--- src/ctrl_pkg.sv ---
package ctrl_pkg;

  //////////////////////////////////////////////////////////////////////
  // widths
  //////////////////////////////////////////////////////////////////////

  localparam int instr_w   = 16;
  localparam int reg_cnt   = 8;
  localparam int reg_idx_w = 3;
  // whatever is left below the register field
  localparam int low_w     = instr_w - 4 - 2 - 3 - reg_idx_w;

  //////////////////////////////////////////////////////////////////////
  // instruction
  //////////////////////////////////////////////////////////////////////

  typedef struct packed {
    logic [3:0]           opcode;
    logic [1:0]           sub;
    logic [2:0]           middle;
    logic [reg_idx_w-1:0] reg_field;
    logic [low_w-1:0]     low;
  } instr_t;

  typedef enum logic [3:0] {
    br_uc    = 4'b0000,
    br_c     = 4'b0001,
    br_nc    = 4'b0010,
    br_z     = 4'b0011,
    br_nz    = 4'b0100,
    br_v     = 4'b0101,
    br_nv    = 4'b0110,
    br_s     = 4'b0111,
    br_ns    = 4'b1000,
    op_call  = 4'b1001,
    op_stack = 4'b1111
  } opcode_e;

  typedef enum logic [1:0] {cls_branch, cls_call, cls_push, cls_pop} instr_class_e;

  typedef struct packed {
    logic c;
    logic z;
    logic v;
    logic s;
  } flags_t;

  //////////////////////////////////////////////////////////////////////
  // control word
  //////////////////////////////////////////////////////////////////////

  // encoding follows the datapath ALU select
  typedef enum logic [2:0] {
    fn_trans = 3'b000,
    fn_inc   = 3'b001,
    fn_dec   = 3'b010,
    fn_add   = 3'b011,
    fn_neg   = 3'b100,
    fn_or    = 3'b101,
    fn_not   = 3'b110
  } alu_fn_e;

  typedef struct packed {
    logic t_pc;
    logic l_pc;
    logic t_mar;
    logic l_mar;
    logic t_mdr;
    logic l_mdr;
    logic l_ir;
    logic t_ir;
    logic t_sp;
    logic l_sp;
    logic l_reg_en;
  } bus_ctrl_t;

  // one-hot per general register
  typedef struct packed {
    logic [reg_cnt-1:0] t_reg;
    logic [reg_cnt-1:0] l_reg;
  } reg_en_t;

  typedef enum logic [4:0] {
    fetch_addr, fetch_mem, fetch_ir, fetch_inc, decode,
    br_test, jump,
    call_save, push_src, sp_dec, sp_addr, push_mem,
    pop_addr, pop_mem, pop_load, sp_inc
  } ctrl_state_e;

endpackage

--- src/instr_decoder.sv ---
module instr_decoder (
  input  ctrl_pkg::instr_t       ir,
  input  ctrl_pkg::flags_t       flags,
  output ctrl_pkg::instr_class_e instr_class,
  output logic                   cond_taken
);

  //////////////////////////////////////////////////////////////////////
  // instruction class
  //////////////////////////////////////////////////////////////////////

  always_comb
  begin
    case (ir.opcode)
      ctrl_pkg::op_call:
        instr_class = ctrl_pkg::cls_call;
      ctrl_pkg::op_stack:
      begin
        // sub 00 pushes, anything else pops
        if (ir.sub == 2'b00)
          instr_class = ctrl_pkg::cls_push;
        else
          instr_class = ctrl_pkg::cls_pop;
      end
      default:
        instr_class = ctrl_pkg::cls_branch;
    endcase
  end

  //////////////////////////////////////////////////////////////////////
  // branch condition
  //////////////////////////////////////////////////////////////////////

  always_comb
  begin
    case (ir.opcode)
      ctrl_pkg::br_uc: cond_taken = 1'b1;
      ctrl_pkg::br_c:  cond_taken = flags.c;
      ctrl_pkg::br_nc: cond_taken = !flags.c;
      ctrl_pkg::br_z:  cond_taken = flags.z;
      ctrl_pkg::br_nz: cond_taken = !flags.z;
      ctrl_pkg::br_v:  cond_taken = flags.v;
      ctrl_pkg::br_nv: cond_taken = !flags.v;
      ctrl_pkg::br_s:  cond_taken = flags.s;
      ctrl_pkg::br_ns: cond_taken = !flags.s;
      // call, stack and unused opcodes never branch here
      default:         cond_taken = 1'b0;
    endcase
  end

endmodule

--- src/mem_handshake.sv ---
module mem_handshake (
  input  logic clk,
  input  logic arst_n,
  input  logic mem_start,
  input  logic mem_write,
  input  logic mem_ack,
  output logic mem_req,
  output logic mem_we,
  output logic mem_done
);

  typedef enum logic [1:0] {idle, wait_ack_high, wait_ack_low} hs_state_e;

  hs_state_e hs_state;

  // four-phase master with registered req and we
  always_ff @(posedge clk or negedge arst_n)
  begin
    if (!arst_n)
    begin
      hs_state <= idle;
      mem_req  <= 1'b0;
      mem_we   <= 1'b0;
      mem_done <= 1'b0;
    end
    else
    begin
      mem_done <= 1'b0;
      case (hs_state)
        idle:
        begin
          // ack is back low here since the last done
          if (mem_start)
          begin
            mem_req  <= 1'b1;
            mem_we   <= mem_write;
            hs_state <= wait_ack_high;
          end
        end
        wait_ack_high:
        begin
          if (mem_ack)
          begin
            mem_req  <= 1'b0;
            hs_state <= wait_ack_low;
          end
        end
        wait_ack_low:
        begin
          if (!mem_ack)
          begin
            mem_done <= 1'b1;
            hs_state <= idle;
          end
        end
        default:
          hs_state <= idle;
      endcase
    end
  end

endmodule

--- src/ctrl_fsm.sv ---
module ctrl_fsm (
  input  logic                   clk,
  input  logic                   arst_n,
  input  ctrl_pkg::instr_class_e instr_class,
  input  logic                   cond_taken,
  input  logic                   mem_done,
  output ctrl_pkg::ctrl_state_e  state,
  output logic                   mem_start,
  output logic                   mem_write
);

  ctrl_pkg::ctrl_state_e state_d;
  logic                  mem_now;
  logic                  mem_next;

  always_ff @(posedge clk or negedge arst_n)
  begin
    if (!arst_n)
      state <= ctrl_pkg::fetch_addr;
    else
      state <= state_d;
  end

  //////////////////////////////////////////////////////////////////////
  // next state
  //////////////////////////////////////////////////////////////////////

  always_comb
  begin
    state_d = state;
    case (state)
      ctrl_pkg::fetch_addr: state_d = ctrl_pkg::fetch_mem;
      ctrl_pkg::fetch_mem:
      begin
        if (mem_done)
          state_d = ctrl_pkg::fetch_ir;
      end
      ctrl_pkg::fetch_ir:   state_d = ctrl_pkg::fetch_inc;
      ctrl_pkg::fetch_inc:  state_d = ctrl_pkg::decode;
      ctrl_pkg::decode:
      begin
        case (instr_class)
          ctrl_pkg::cls_call: state_d = ctrl_pkg::call_save;
          ctrl_pkg::cls_push: state_d = ctrl_pkg::push_src;
          ctrl_pkg::cls_pop:  state_d = ctrl_pkg::pop_addr;
          default:            state_d = ctrl_pkg::br_test;
        endcase
      end
      ctrl_pkg::br_test:
      begin
        if (cond_taken)
          state_d = ctrl_pkg::jump;
        else
          state_d = ctrl_pkg::fetch_addr;
      end
      ctrl_pkg::jump:       state_d = ctrl_pkg::fetch_addr;
      // call and push share the stack write
      ctrl_pkg::call_save:  state_d = ctrl_pkg::sp_dec;
      ctrl_pkg::push_src:   state_d = ctrl_pkg::sp_dec;
      ctrl_pkg::sp_dec:     state_d = ctrl_pkg::sp_addr;
      ctrl_pkg::sp_addr:    state_d = ctrl_pkg::push_mem;
      ctrl_pkg::push_mem:
      begin
        if (mem_done)
        begin
          if (instr_class == ctrl_pkg::cls_call)
            state_d = ctrl_pkg::jump;
          else
            state_d = ctrl_pkg::fetch_addr;
        end
      end
      ctrl_pkg::pop_addr:   state_d = ctrl_pkg::pop_mem;
      ctrl_pkg::pop_mem:
      begin
        if (mem_done)
          state_d = ctrl_pkg::pop_load;
      end
      ctrl_pkg::pop_load:   state_d = ctrl_pkg::sp_inc;
      ctrl_pkg::sp_inc:     state_d = ctrl_pkg::fetch_addr;
      default:              state_d = ctrl_pkg::fetch_addr;
    endcase
  end

  //////////////////////////////////////////////////////////////////////
  // handshake start
  //////////////////////////////////////////////////////////////////////

  assign mem_now  = (state == ctrl_pkg::fetch_mem) || (state == ctrl_pkg::push_mem) ||
                    (state == ctrl_pkg::pop_mem);
  assign mem_next = (state_d == ctrl_pkg::fetch_mem) || (state_d == ctrl_pkg::push_mem) ||
                    (state_d == ctrl_pkg::pop_mem);

  // high for one cycle on the edge that enters a memory state
  assign mem_start = mem_next && !mem_now;
  assign mem_write = (state_d == ctrl_pkg::push_mem);

endmodule

--- src/ctrl_word_gen.sv ---
module ctrl_word_gen (
  input  ctrl_pkg::ctrl_state_e        state,
  input  logic [ctrl_pkg::reg_idx_w-1:0] reg_field,
  output ctrl_pkg::bus_ctrl_t          bus,
  output ctrl_pkg::reg_en_t            regs,
  output ctrl_pkg::alu_fn_e            alu_fn
);

  // memory states and decode leave everything low
  always_comb
  begin
    bus    = '0;
    regs   = '0;
    alu_fn = ctrl_pkg::fn_trans;
    case (state)
      ctrl_pkg::fetch_addr:
      begin
        bus.t_pc  = 1'b1;
        bus.l_mar = 1'b1;
      end
      ctrl_pkg::fetch_ir:
      begin
        bus.t_mdr = 1'b1;
        bus.l_ir  = 1'b1;
      end
      ctrl_pkg::fetch_inc:
      begin
        bus.t_pc  = 1'b1;
        bus.l_pc  = 1'b1;
        alu_fn    = ctrl_pkg::fn_inc;
      end
      // pc plus the offset from ir
      ctrl_pkg::jump:
      begin
        bus.t_ir  = 1'b1;
        bus.t_pc  = 1'b1;
        bus.l_pc  = 1'b1;
        alu_fn    = ctrl_pkg::fn_add;
      end
      ctrl_pkg::call_save:
      begin
        bus.t_pc  = 1'b1;
        bus.l_mdr = 1'b1;
      end
      ctrl_pkg::push_src:
      begin
        regs.t_reg[reg_field] = 1'b1;
        bus.l_mdr             = 1'b1;
      end
      ctrl_pkg::sp_dec:
      begin
        bus.t_sp  = 1'b1;
        bus.l_sp  = 1'b1;
        alu_fn    = ctrl_pkg::fn_dec;
      end
      ctrl_pkg::sp_addr, ctrl_pkg::pop_addr:
      begin
        bus.t_sp  = 1'b1;
        bus.l_mar = 1'b1;
      end
      ctrl_pkg::pop_load:
      begin
        bus.t_mdr             = 1'b1;
        regs.l_reg[reg_field] = 1'b1;
        bus.l_reg_en          = 1'b1;
      end
      ctrl_pkg::sp_inc:
      begin
        bus.t_sp  = 1'b1;
        bus.l_sp  = 1'b1;
        alu_fn    = ctrl_pkg::fn_inc;
      end
      default:
      begin
        bus    = '0;
        regs   = '0;
        alu_fn = ctrl_pkg::fn_trans;
      end
    endcase
  end

endmodule

--- src/cpu_ctrl.sv ---
module cpu_ctrl (
  input  logic                clk,
  input  logic                arst_n,
  input  ctrl_pkg::instr_t    ir,
  input  ctrl_pkg::flags_t    flags,
  input  logic                mem_ack,
  output ctrl_pkg::bus_ctrl_t bus,
  output ctrl_pkg::reg_en_t   regs,
  output ctrl_pkg::alu_fn_e   alu_fn,
  output logic                mem_req,
  output logic                mem_we
);

  ctrl_pkg::instr_class_e instr_class;
  ctrl_pkg::ctrl_state_e  state;
  logic                   cond_taken;
  logic                   mem_start;
  logic                   mem_write;
  logic                   mem_done;

  instr_decoder u_decoder (
    .ir          (ir),
    .flags       (flags),
    .instr_class (instr_class),
    .cond_taken  (cond_taken)
  );

  ctrl_fsm u_fsm (
    .clk         (clk),
    .arst_n      (arst_n),
    .instr_class (instr_class),
    .cond_taken  (cond_taken),
    .mem_done    (mem_done),
    .state       (state),
    .mem_start   (mem_start),
    .mem_write   (mem_write)
  );

  mem_handshake u_mem (
    .clk       (clk),
    .arst_n    (arst_n),
    .mem_start (mem_start),
    .mem_write (mem_write),
    .mem_ack   (mem_ack),
    .mem_req   (mem_req),
    .mem_we    (mem_we),
    .mem_done  (mem_done)
  );

  ctrl_word_gen u_word (
    .state     (state),
    .reg_field (ir.reg_field),
    .bus       (bus),
    .regs      (regs),
    .alu_fn    (alu_fn)
  );

endmodule

--- config.mk ---
export PLATFORM = sky130hd
export DESIGN_NAME = cpu_ctrl
export DESIGN_NICKNAME = d
export VERILOG_FILES = /design/src/ctrl_pkg.sv /design/src/instr_decoder.sv /design/src/mem_handshake.sv /design/src/ctrl_fsm.sv /design/src/ctrl_word_gen.sv /design/src/cpu_ctrl.sv
export SDC_FILE = /design/constraint.sdc
export NUM_CORES = 1
export LEC_CHECK = 0
export BUFFER_PORTS_ARGS = -buffer_cell sky130_fd_sc_hd__buf_2
export CAP_MARGIN = 20
export CORE_AREA = 2 2 79 43
export DETAILED_ROUTE_END_ITERATION = 12
export DIE_AREA = 0 0 81 45
export GPL_TIMING_DRIVEN = 1
export HOLD_SLACK_MARGIN = 0.06
export PLACE_DENSITY = 0.79
export SETUP_SLACK_MARGIN = 0.05
export SYNTH_ARGS = -nofsm -noshare
export SYNTH_HDL_FRONTEND = slang
export SYNTH_HIERARCHICAL = 1
export SYNTH_SLANG_ARGS = --single-unit
--- constraint.sdc ---
create_clock -name clk -period 3.5 [get_ports clk]
set_input_delay 0.7 -clock clk [delete_from_list [all_inputs] [get_ports clk]]
set_output_delay 0.7 -clock clk [all_outputs]
set_load 0.005 [all_outputs]
==> impl_results.md, run 1 <==
* Run status: completed
* Kind of path behind the tightest hold check: primary input to async pin
* Remaining antenna violation count at 0
* Die outline height at 45 um
* Crit path capture type: register
* Worst vdd ir at 157.7 uV
* Routed len/inst at 13.47 um
* Horizontal extent of the die at 81 um
* Insertion delay of the later-clocked pin in the worst-skew pair at 0.23 ns
* Startpoint kind of the worst setup timing path: primary input
* Number of buffers inserted by post-CTS setup repair at 0
* Synthesized area per cell at 9.216 um^2
* End point of the critical path: u_mem/mem_we$_DFFE_PN0P_
* Total of buffers placed on input and output ports at 45
* Commonest cells after routing, fill and taps aside: 45 x sky130_fd_sc_hd__buf_2, 15 x sky130_fd_sc_hd__nor4_2, 10 x sky130_fd_sc_hd__dfrtp_1
* Pin count of the biggest net entering global routing at 26
* Worst-case clock buffer depth at 2
* Via/cell ratio at approximately 5.8
* Crit path max-delay cell type: sky130_fd_sc_hd__or4_2
* Series of cell instances along the critical path: buf_2, or4_2, nand4_1, and3b_2, a21oi_1, o221a_4, xnor2_1, a211oi_1, nor3b_2, mux2_4
* Final setup violating endpoints at 0
* Crit share post-route at 87.68%
* Critical path start-end classification: primary input to register
* Number of cells traversed by the worst register-to-register path at 7
* Final wirelength at 3124 um
* Required time of the critical path at 3.62 ns
* Most common flop cell mapped by yosys: sky130_fd_sc_hd__dfrtp_1
* Netlist area before placement at 1410 um^2
* Part of the power in the clock network at 31.4%
* Pwr/cell area at ~270 nW/um^2
* Instance count on the critical path at 10
* RSZ-0062 raised after global routing: no
* MaxCap Viol Count at 0
* Number of iterations in the first detailed-routing pass at 4
* GRT Residual Overflow at 0
* Data arrival at the endpoint of the critical path at 3.19 ns
* Nets at 216
* Final Max Slew Viols at 0
* Power consumption at 445.4 uW
* Async set-or-reset flop fraction in the synthesized netlist at 100.0%
* Number of hold buffers added after CTS at 0
* Clock Sinks at 10
* Crit-path leading delay family: simple AND/OR/NAND/NOR gates
* Ant diodes at 0
* Hpwl dp at 2238 um
* Overall die area at 3645 um^2
* Area delta synth->final at 16.68%
* Placed Instances at 228
* Overall fraction of global-route tracks in use at about 18%
* Sequential power share at 38.3%
* Initial drt markers at 57
* Fraction of the yosys area taken by sequential cells at between 10% and 20%
* Hold violation total from the final report at 0
* Setup TNS at 0 ns
* Switching portion of total power at 33.12%
* Non-filler cells in the finished layout at 232
* Combinational share of power at 30.3%
* Slew at the pin closest to its max-slew limit at roughly 0.91 ns
* Register bit count reported by yosys at 10
* Reg-to-reg startpoint: u_fsm/state[3]$_DFF_PN0_
* Reg2reg setup slack at 0.83 ns
* Terminus of the critical flop-to-flop path: u_mem/mem_we$_DFFE_PN0P_
* Crit path buffers/inverters at 1
* Number of global-route vias before repair at 1169
* Wire length of the first global-routing pass at just over 5000 um
* Net load switching power at 147.5 uW
* Fmax at 325.8 MHz
* H-Tree Depth at 1
* Number of warnings printed during yosys synthesis at 6
* CTS clk-pin slew, worst paths at 0.05 ns
* Root buffer cell: sky130_fd_sc_hd__clkbuf_8
* Routability cong. at ~0.85
* Initial core utilization at slightly below 50%
* Number of placement rows at 14
* Clock Skew at between 0.002 and 0.003 ns
* EDFF count, synth at 0
* Fraction of final layout cells sized beyond drive strength 1 at between 40% and 50%
* Relative slew slack at 39.25%
* Count of distinct cell types in the synthesized netlist at between 60 and 70
* Gate Count Post-Synth at approximately 150
* Static leakage power at 0.0007278 uW
* Antenna violations before repair at 0
* Critical Path Max Stage Delay at between 0.6 and 0.7 ns
* Vias after detailed routing at between 1000 and 1500
* Most common library cell in the layout ignoring fill and taps: sky130_fd_sc_hd__buf_2
* Internal power at 297.9 uW
* Clock period minus worst slack at 3.069 ns
* Post_cts resized at 0
* Cts bufs inserted at 3
* TritonCTS clock tree: built
* CP Launch Point: ir[14]
* Core area at a little under 3000 um^2
* Number of top-level pins at 55
* # DRC at 0
* CP max FO at 8
* Number of fill cells in the layout at 277
[cells in the mapped netlist (2+ instances only)]
cell | n | area [um^2]
sky130_fd_sc_hd__a211oi_1 | 2 | 15.01
sky130_fd_sc_hd__a21oi_1 | 9 | 45.04
sky130_fd_sc_hd__and3b_2 | 2 | 20.02
sky130_fd_sc_hd__and4bb_2 | 2 | 25.02
sky130_fd_sc_hd__buf_2 | 3 | 15.01
sky130_fd_sc_hd__buf_4 | 4 | 30.03
sky130_fd_sc_hd__buf_6 | 7 | 78.83
sky130_fd_sc_hd__conb_1 | 2 | 7.510
sky130_fd_sc_hd__dfrtp_1 | 10 | 250.2
sky130_fd_sc_hd__inv_1 | 7 | 26.28
sky130_fd_sc_hd__mux2i_1 | 2 | 20.02
sky130_fd_sc_hd__nand2b_1 | 4 | 25.02
sky130_fd_sc_hd__nand3_1 | 2 | 10.01
sky130_fd_sc_hd__nand3b_1 | 3 | 22.52
sky130_fd_sc_hd__nand4_1 | 2 | 12.51
sky130_fd_sc_hd__nand4b_1 | 2 | 17.52
sky130_fd_sc_hd__nand4bb_1 | 3 | 33.78
sky130_fd_sc_hd__nor2_1 | 8 | 30.03
sky130_fd_sc_hd__nor2b_1 | 2 | 12.51
sky130_fd_sc_hd__nor3_1 | 4 | 20.02
sky130_fd_sc_hd__nor3b_1 | 2 | 15.01
sky130_fd_sc_hd__nor4_2 | 15 | 187.7
sky130_fd_sc_hd__nor4b_1 | 4 | 35.03
sky130_fd_sc_hd__o21ai_0 | 8 | 40.04
sky130_fd_sc_hd__or3_1 | 2 | 12.51
sky130_fd_sc_hd__or4b_1 | 3 | 30.03
sky130_fd_sc_hd__xnor2_1 | 3 | 26.28
sky130_fd_sc_hd__xor2_1 | 3 | 26.28
[metal layers]
layer / wire (um) / vias to the layer above / track usage [%]
met5: 0 / - / 0
met4: 0 / 0 / 5.763
met3: 209 / 0 / 2.600
met2: 1509 / 42 / 31.74
met1: 1405 / 643 / 22.14
li1: - / 664 / -
[through the flow]
stage | instance area, um^2 | hold slack, ns | setup WS [ns] | utilization (%)
final | 1645 | 0.3125 | 0.4310 | 56.58
after CTS | 1645 | 0.3121 | 0.4590 | 56.58
after floorplan | 1414 | 0.4044 | 0.4032 | -
after global placement | 1590 | 0.4936 | 0.2770 | 54.69
after global routing | 1645 | 0.3193 | 0.2943 | 56.58
after detailed placement | 1590 | 0.4941 | 0.2424 | 54.69
[layout make-up]
class / instances / area [um^2] / area share (%)
Multi-Input combinational cell: 121 / 1005 / 61.06
Timing Repair Buffer: 49 / 255.2 / 15.51
Sequential cell: 10 / 250.2 / 15.21
Clock buffer: 4 / 55.05 / 3.346
Tap cell: 40 / 50.05 / 3.042
Inverter: 8 / 30.03 / 1.825
[cells by family after synthesis]
kind of cell	synth area share [%]
and+or+nand+nor	44.28
AOI/OAI and AO/OA	18.37
buffers and inverters	11.27
DFF	17.75
xor gates and xnor gates	5.324
muxes	2.484
other	0.5326
[flip-flops by register name (all words and copies together) (netlist names)]
name,cells
u_fsm/state,5
u_mem/mem_req,1
u_mem/mem_done,1
u_mem/mem_we,1
u_mem/hs_state,2
[worst min-delay path by stage]
stage	slack, ns	to	depth (start not counted)
2_1_floorplan	0.40	u_fsm/state[0]$_DFF_PN0_	0
3_3_place_gp	0.49	u_mem/mem_we$_DFFE_PN0P_	1
3_5_place_dp	0.49	u_mem/mem_we$_DFFE_PN0P_	1
4_1_cts	0.31	u_mem/mem_we$_DFFE_PN0P_	1
5_1_grt	0.32	u_fsm/state[4]$_DFF_PN0_	1
6_report	0.31	u_fsm/state[4]$_DFF_PN0_	1
[power groups by stage]
stage / registers, uW / clock network (uW) / logic [uW]
6_report: 171 / 140 / 135
5_1_grt: 175 / 150 / 149
4_1_cts: 170 / 145 / 135
3_5_place_dp: 172 / 0 / 134
3_3_place_gp: 169 / 0 / 129
2_1_floorplan: 163 / 0 / 105
(Power assumes the default switching activity.)
==> run 2: changes to the inputs <==
--- a/config.mk
+++ b/config.mk
@@ -13,6 +13,7 @@
 export GPL_TIMING_DRIVEN = 1
 export HOLD_SLACK_MARGIN = 0.06
 export PLACE_DENSITY = 0.79
+export RECOVER_POWER = 100
 export SETUP_SLACK_MARGIN = 0.05
 export SYNTH_ARGS = -nofsm -noshare
 export SYNTH_HDL_FRONTEND = slang
==> run 2 against run 1 <==
Compared with the run above:
- clock power about the same
- power down 1.6%
- final area down 6.1%
- critical path type unchanged
- sequential power is essentially flat
- largest cell class unchanged
- first-iteration DRC count shrank 8.8%
==> impl_results.md, run 2 (same netlist as run 1, synthesis figures left out) <==
* Number of iterations in the first detailed-routing pass at 4
* Placed Instances at 228
* Post_cts resized at 0
* Sequential cell area at 250.2 um^2
* Area delta synth->final at 9.583%
* Pwr/cell area at 283.7 nW/um^2
* Nets at 216
* Post-Route Utilization at a little over half
* Routability cong. at 0.8507
* Via/cell ratio at 5.806
* Cts bufs inserted at 3
* CP max FO at 8
* Combinational share of power at 29.3%
* Relative slew slack at approximately 45%
* Register ranked first by flip-flop count: u_fsm/state
* Number of top-level pins at 55
* Number of global-route vias before repair at 1169
* Most common library cell in the layout ignoring fill and taps: sky130_fd_sc_hd__buf_2
* Routed len/inst at ~14 um
* Pin count of the biggest net entering global routing at 26
* Largest registers: u_fsm/state x5, u_mem/hs_state x2
* Initial core utilization at 48.49%
* Crit share post-route at 89.51%
* Clock Sinks at 10
* CTS clk-pin slew, worst paths at 0.05 ns
* Initial drt markers at 52
* Remaining antenna violation count at 0
* Critical path start-end classification: primary input to register
* Overall die area at 3645 um^2
* Number of buffers inserted by post-CTS setup repair at 0
* Setup TNS at 0 ns
* Die outline height at 45 um
* Fraction of final layout cells sized beyond drive strength 1 at between 20% and 30%
* Fmax at 319.2 MHz
* Required time of the critical path at 3.62 ns
* Area occupied by multi-input gates at 935.9 um^2
* Hpwl dp at 2238 um
* Internal power at 293.4 uW
* Insertion delay of the later-clocked pin in the worst-skew pair at ~0.23 ns
* Antenna violations before repair at 0
* MaxCap Viol Count at 0
* Max reg flops at 5
* Clock period minus worst slack at 3.133 ns
* Hold violation total from the final report at 0
* Number of fill cells in the layout at 304
* Switching portion of total power at between 30 and 40%
* Number of placement rows at 14
* TritonCTS clock tree: built
* Final wirelength at 3231 um
* Crit path capture type: register
* Part of the power in the clock network at roughly a third
* Sequential power share at 38.9%
* Kind of path behind the tightest hold check: primary input to async pin
* Vias after detailed routing at 1347
* Total of buffers placed on input and output ports at between 40 and 50
* Number of hold buffers added after CTS at 0
* Root buffer cell: sky130_fd_sc_hd__clkbuf_8
* Worst vdd ir at 156.3 uV
* Worst-case clock buffer depth at 2
* Ant diodes at 0
* Wire length of the first global-routing pass at 5085 um
* H-Tree Depth at 1
* # DRC at 0
* Overall fraction of global-route tracks in use at 17.59%
* Static leakage power at 0.0006383 uW
* Non-filler cells in the finished layout at 232
* Horizontal extent of the die at 81 um
* Run status: completed
* Startpoint kind of the worst setup timing path: primary input
* Clock Skew at 0.003336 ns
* Data arrival at the endpoint of the critical path at 3.25 ns
* Slew at the pin closest to its max-slew limit at 0.8271 ns
* Commonest cells after routing, fill and taps aside: 25 x sky130_fd_sc_hd__buf_2, 21 x sky130_fd_sc_hd__clkbuf_1, 10 x sky130_fd_sc_hd__a21oi_1, 10 x sky130_fd_sc_hd__dfrtp_1, 9 x sky130_fd_sc_hd__nor4_1
* Final Max Slew Viols at 0
* GRT Residual Overflow at 0
* Core area at 2908 um^2
* RSZ-0062 raised after global routing: no
* Net load switching power at 145.0 uW
* Final setup violating endpoints at 0
run 2: path summary, 6_finish.rpt:
check	start	endpoint	slack, ns	cells after the start
min reg2reg	u_mem/mem_we$_DFFE_PN0P_	u_mem/mem_we$_DFFE_PN0P_	0.51	1
min in group clk	u_mem/mem_we$_DFFE_PN0P_	u_mem/mem_we$_DFFE_PN0P_	0.51	1
max reg2reg	u_fsm/state[1]$_DFF_PN0_	u_mem/mem_we$_DFFE_PN0P_	0.60	7
min	arst_n	u_fsm/state[4]$_DFF_PN0_	0.41	1
max	ir[14]	u_mem/mem_we$_DFFE_PN0P_	0.37	11
max in group asynchronous	arst_n	u_mem/mem_done$_DFF_PN0_	2.76	1
run 2: cell type report:
cell class	instances	share of cell area, %
Multi-Input combinational cell	121	60.57
Inverter	8	1.943
Clock buffer	4	3.563
Timing Repair Buffer	49	14.49
Sequential cell	10	16.19
Tap cell	40	3.239
run 2: power groups by stage:
stage / registers (uW) / clock network (uW) / logic (uW)
after floorplan: 163 / 0 / 105
after global placement: 169 / 0 / 129
after detailed placement: 172 / 0 / 134
after CTS: 170 / 145 / 135
after global routing: 175 / 150 / 142
final: 170 / 140 / 128
run 2: routing by layer:
metal	up-vias	wire length (um)	track usage (%)
met4	0	0	5.763
met1	640	1536	22.14
met5	-	0	0
li1	667	-	-
met3	0	195	2.600
met2	40	1498	31.74
run 2: stage by stage:
step	total power, uW	setup WS [ns]	instance area, um^2	hold slack (ns)
2_1_floorplan	267.7	0.4032	1414	0.4044
3_3_place_gp	298.5	0.2770	1590	0.4936
3_5_place_dp	306.0	0.2424	1590	0.4941
4_1_cts	449.9	0.4590	1645	0.3121
5_1_grt	466.5	0.1888	1545	0.4430
6_report	438.4	0.3671	1545	0.4051
run 2: critical path, cell delays in order:
cell	delay (ns)
sky130_fd_sc_hd__clkbuf_1	0.25
sky130_fd_sc_hd__mux2i_1	0.16
sky130_fd_sc_hd__or4b_1	0.48
sky130_fd_sc_hd__nand4_1	0.11
sky130_fd_sc_hd__and3b_2	0.19
sky130_fd_sc_hd__a21oi_1	0.05
sky130_fd_sc_hd__o221a_4	0.28
sky130_fd_sc_hd__xnor2_1	0.13
sky130_fd_sc_hd__a211oi_1	0.33
sky130_fd_sc_hd__nor3b_2	0.25
sky130_fd_sc_hd__mux2_4	0.31
==> run 3: changes to the inputs <==
--- a/config.mk
+++ b/config.mk
@@ -7,15 +7,13 @@
 export LEC_CHECK = 0
 export BUFFER_PORTS_ARGS = -buffer_cell sky130_fd_sc_hd__buf_2
 export CAP_MARGIN = 20
-export CORE_AREA = 2 2 79 43
+export CORE_AREA = 2 2 52 54
 export DETAILED_ROUTE_END_ITERATION = 12
-export DIE_AREA = 0 0 81 45
+export DIE_AREA = 0 0 54 56
 export GPL_TIMING_DRIVEN = 1
-export HOLD_SLACK_MARGIN = 0.06
-export PLACE_DENSITY = 0.79
+export PLACE_DENSITY = 0.76
 export RECOVER_POWER = 100
 export SETUP_SLACK_MARGIN = 0.05
 export SYNTH_ARGS = -nofsm -noshare
 export SYNTH_HDL_FRONTEND = slang
-export SYNTH_HIERARCHICAL = 1
 export SYNTH_SLANG_ARGS = --single-unit
==> run 3 against run 2 <==
Compared with the run above:
- final area shrank 20%
- clock skew up 0.0045 ns
- die area shrank 17%
- power decreased by 6.0%
- flip-flop and latch count unchanged
- synthesized cell count is 9.2% lower
- global-route usage grew 0.40 points
- worst setup slack gained 0.47 ns
- non-clock buffer count shrank 4
- combinational power is 5% higher
- fmax up 18%
- clock power down 28%
==> impl_results.md, run 3 <==
* Initial core utilization at about 43%
* Number of fill cells in the layout at 259
* Crit share post-route at approximately three quarters
* Netlist area before placement at 1045 um^2
* Part of the power in the clock network at about a quarter
* Initial drt markers at 26
* MaxCap Viol Count at 0
* RSZ-0062 raised after global routing: no
* Area occupied by multi-input gates at 695.7 um^2
* Most common cell in the synthesized netlist: sky130_fd_sc_hd__nor2_1
* Met3 routed wirelength at about 190 um
* Most common library cell in the layout ignoring fill and taps: sky130_fd_sc_hd__clkbuf_1
* Clock Skew at 0.007822 ns
* Post-synth top cells: 18 x sky130_fd_sc_hd__nor2_1, 15 x sky130_fd_sc_hd__nor3_1, 12 x sky130_fd_sc_hd__nand2_1
* CTS clk-pin slew, worst paths at 0.07 ns
* Worst-case clock buffer depth at 2
* Non-filler cells in the finished layout at 210
* # DRC at 0
* Required time of the critical path at 2.80 ns
* H-Tree Depth at 1
* Startpoint kind of the worst setup timing path: register
* Pin count of the biggest net entering global routing at 19
* Max reg flops at 5
* Number of hold buffers added after CTS at 0
* Sequential cell area at 250.2 um^2
* Horizontal extent of the die at 54 um
* Slew at the pin closest to its max-slew limit at between 0.5 and 0.6 ns
* Gate Count Post-Synth at 139
* Crit path capture type: output port
* Number of warnings printed during yosys synthesis at 0
* Count of distinct cell types in the synthesized netlist at 49
* Hpwl dp at approximately 2100 um
* Number of buffers inserted by post-CTS setup repair at 0
* Synthesized area per cell at 7.516 um^2
* DRT met1 WL at around 1200 um
* Total of buffers placed on input and output ports at 45
* Critical Path Max Stage Delay at between 0.5 and 0.6 ns
* Routed len/inst at approximately 13 um
* Fmax at 375.7 MHz
* Clock period minus worst slack at 2.662 ns
* Highest Signal Layer: met4
* Switching portion of total power at 36.03%
* Sequential power share at 42.7%
* EDFF count, synth at 0
* Critical path start-end classification: register to output port
* Async set-or-reset flop fraction in the synthesized netlist at 100.0%
* Relative slew slack at between 60 and 70%
* Nets at 204
* Crit-path leading delay family: simple AND/OR/NAND/NOR gates
* GRT Residual Overflow at 0
* Cts bufs inserted at 3
* Root buffer cell: sky130_fd_sc_hd__clkbuf_4
* Antenna violations before repair at 0
* Via/cell ratio at 5.476
* Final wirelength at between 2000 and 3000 um
* Number of top-level pins at 55
* Instance count on the critical path at 7
* Hold violation total from the final report at 0
* Ant diodes at 0
* Overall die area at 3024 um^2
* Crit path buffers/inverters at 2
* Final setup violating endpoints at 0
* Post-Route Utilization at around half
* Die outline height at 56 um
* Remaining antenna violation count at 0
* Area delta synth->final at 17.60%
* Insertion delay of the later-clocked pin in the worst-skew pair at around 0.26 ns
* Core area at around 2400 um^2
* Register ranked first by flip-flop count: u_fsm.state
* Net load switching power at 148.5 uW
* Largest area contributor in the synthesized netlist: sky130_fd_sc_hd__dfrtp_1
* Internal power at 263.6 uW
* Number of cells traversed by the worst register-to-register path at 6
* Combinational share of power at 32.8%
* Overall fraction of global-route tracks in use at 17.99%
* Setup TNS at 0 ns
* Largest cells by area after synthesis: sky130_fd_sc_hd__dfrtp_1 24%, sky130_fd_sc_hd__nor3_1 7.2%, sky130_fd_sc_hd__nor2_1 6.5%
* Run status: completed
* Fraction of final layout cells sized beyond drive strength 1 at 16.67%
* Wire length of the first global-routing pass at approximately 4300 um
* Commonest cells after routing, fill and taps aside: 28 x sky130_fd_sc_hd__clkbuf_1, 18 x sky130_fd_sc_hd__nor2_1, 15 x sky130_fd_sc_hd__nor3_1, 15 x sky130_fd_sc_hd__buf_2, 12 x sky130_fd_sc_hd__nand2_1
* Clock Sinks at 10
* Final Max Slew Viols at 0
* Series of cell instances along the critical path: or2b_1, nor2_1, nand3_1, inv_1, nand2_1, nor3_1, clkbuf_1
* Register bit count reported by yosys at 10
* Post_cts resized at 0
* Pwr/cell area at 335.4 nW/um^2
* Largest registers: u_fsm.state x5, u_mem.hs_state x2
* Fraction of synthesized cell area taken by the top area cell type at 23.95%
* CP max FO at 11
* Number of placement rows at 18
* Worst vdd ir at around 320 uV
* Kind of path behind the tightest hold check: primary input to async pin
* Power consumption at between 400 and 500 uW
* Data arrival at the endpoint of the critical path at approximately 2 ns
* Crit path max-delay cell type: sky130_fd_sc_hd__dfrtp_1
* Routability cong. at 0.8718
* Vias after detailed routing at 1150
* Most common flop cell mapped by yosys: sky130_fd_sc_hd__dfrtp_1
* TritonCTS clock tree: built
* Number of global-route vias before repair at 977
* Sum of met2 wire segment lengths after detailed routing at 1281 um
* Number of iterations in the first detailed-routing pass at 4
* Static leakage power at 0.0004581 uW
* Fraction of the yosys area taken by sequential cells at about a quarter
* Placed Instances at 206
## run 3: cell types whose count changed after synthesis, moves of 4 or more
cell / delta
sky130_fd_sc_hd__nor4_2: -15
sky130_fd_sc_hd__nand2_1: +11
sky130_fd_sc_hd__nor3_1: +11
sky130_fd_sc_hd__nor2_1: +10
sky130_fd_sc_hd__nand2b_1: +6
sky130_fd_sc_hd__buf_6: -5
sky130_fd_sc_hd__o21ai_0: -5
sky130_fd_sc_hd__a21oi_1: -4
sky130_fd_sc_hd__inv_1: -4
sky130_fd_sc_hd__nor4_1: +4
sky130_fd_sc_hd__nor4b_1: -4
## run 3: final timing paths
check	from	end	slack, ns
max	u_fsm.state[1]$_DFF_PN0_	regs[4]	0.84
min	arst_n	u_fsm.state[3]$_DFF_PN0_	0.39
max reg2reg	u_fsm.state[2]$_DFF_PN0_	u_mem.mem_req$_DFFE_PN0P_	1.36
min reg2reg	u_mem.mem_req$_DFFE_PN0P_	u_mem.mem_req$_DFFE_PN0P_	0.51
max in group asynchronous	arst_n	u_mem.hs_state[1]$_DFFE_PN0P_	2.75
min in group clk	u_mem.mem_req$_DFFE_PN0P_	u_mem.mem_req$_DFFE_PN0P_	0.51
## run 3: through the flow
stage	worst slack (ns)	cell area [um^2]	hold slack, ns
after floorplan	1.426	1052	0.4044
after global placement	1.191	1249	0.4880
after detailed placement	1.148	1249	0.4948
after CTS	0.8602	1285	0.2796
after global routing	0.6377	1229	0.4052
final	0.8380	1229	0.3860
## run 3: layer usage
layer	GRT usage (%)	vias up
met3	1.613	2
met2	31.53	44
met4	5.357	0
met5	0	-
met1	22.54	522
li1	-	582
## run 3: power groups by stage
| stage | sequential, uW | clock (uW) | combinational [uW] |
|---|---|---|---|
| floorplan | 161 | 0 | 119 |
| global placement | 176 | 0 | 132 |
| detailed placement | 178 | 0 | 139 |
| CTS | 176 | 104 | 139 |
| global route | 182 | 111 | 153 |
| finish | 176 | 101 | 135 |
## run 3: cell type report
type	instances	share of cell area (%)
multi-input combinational	116	56.62
sequential	10	20.37
timing repair buffer	45	15.48
tap	30	3.055
clock buffer	4	2.953
inverter	5	1.527
## run 3: cell families after synthesis
kind of cell	after synthesis	share of synthesized area, %
other	1	0.3589
xor gates and xnor gates	6	5.030
AOI/OAI and AO/OA	28	21.20
and+or+nand+nor	78	40.36
DFF	10	23.95
buffers and inverters	15	8.144
muxes	1	0.9581
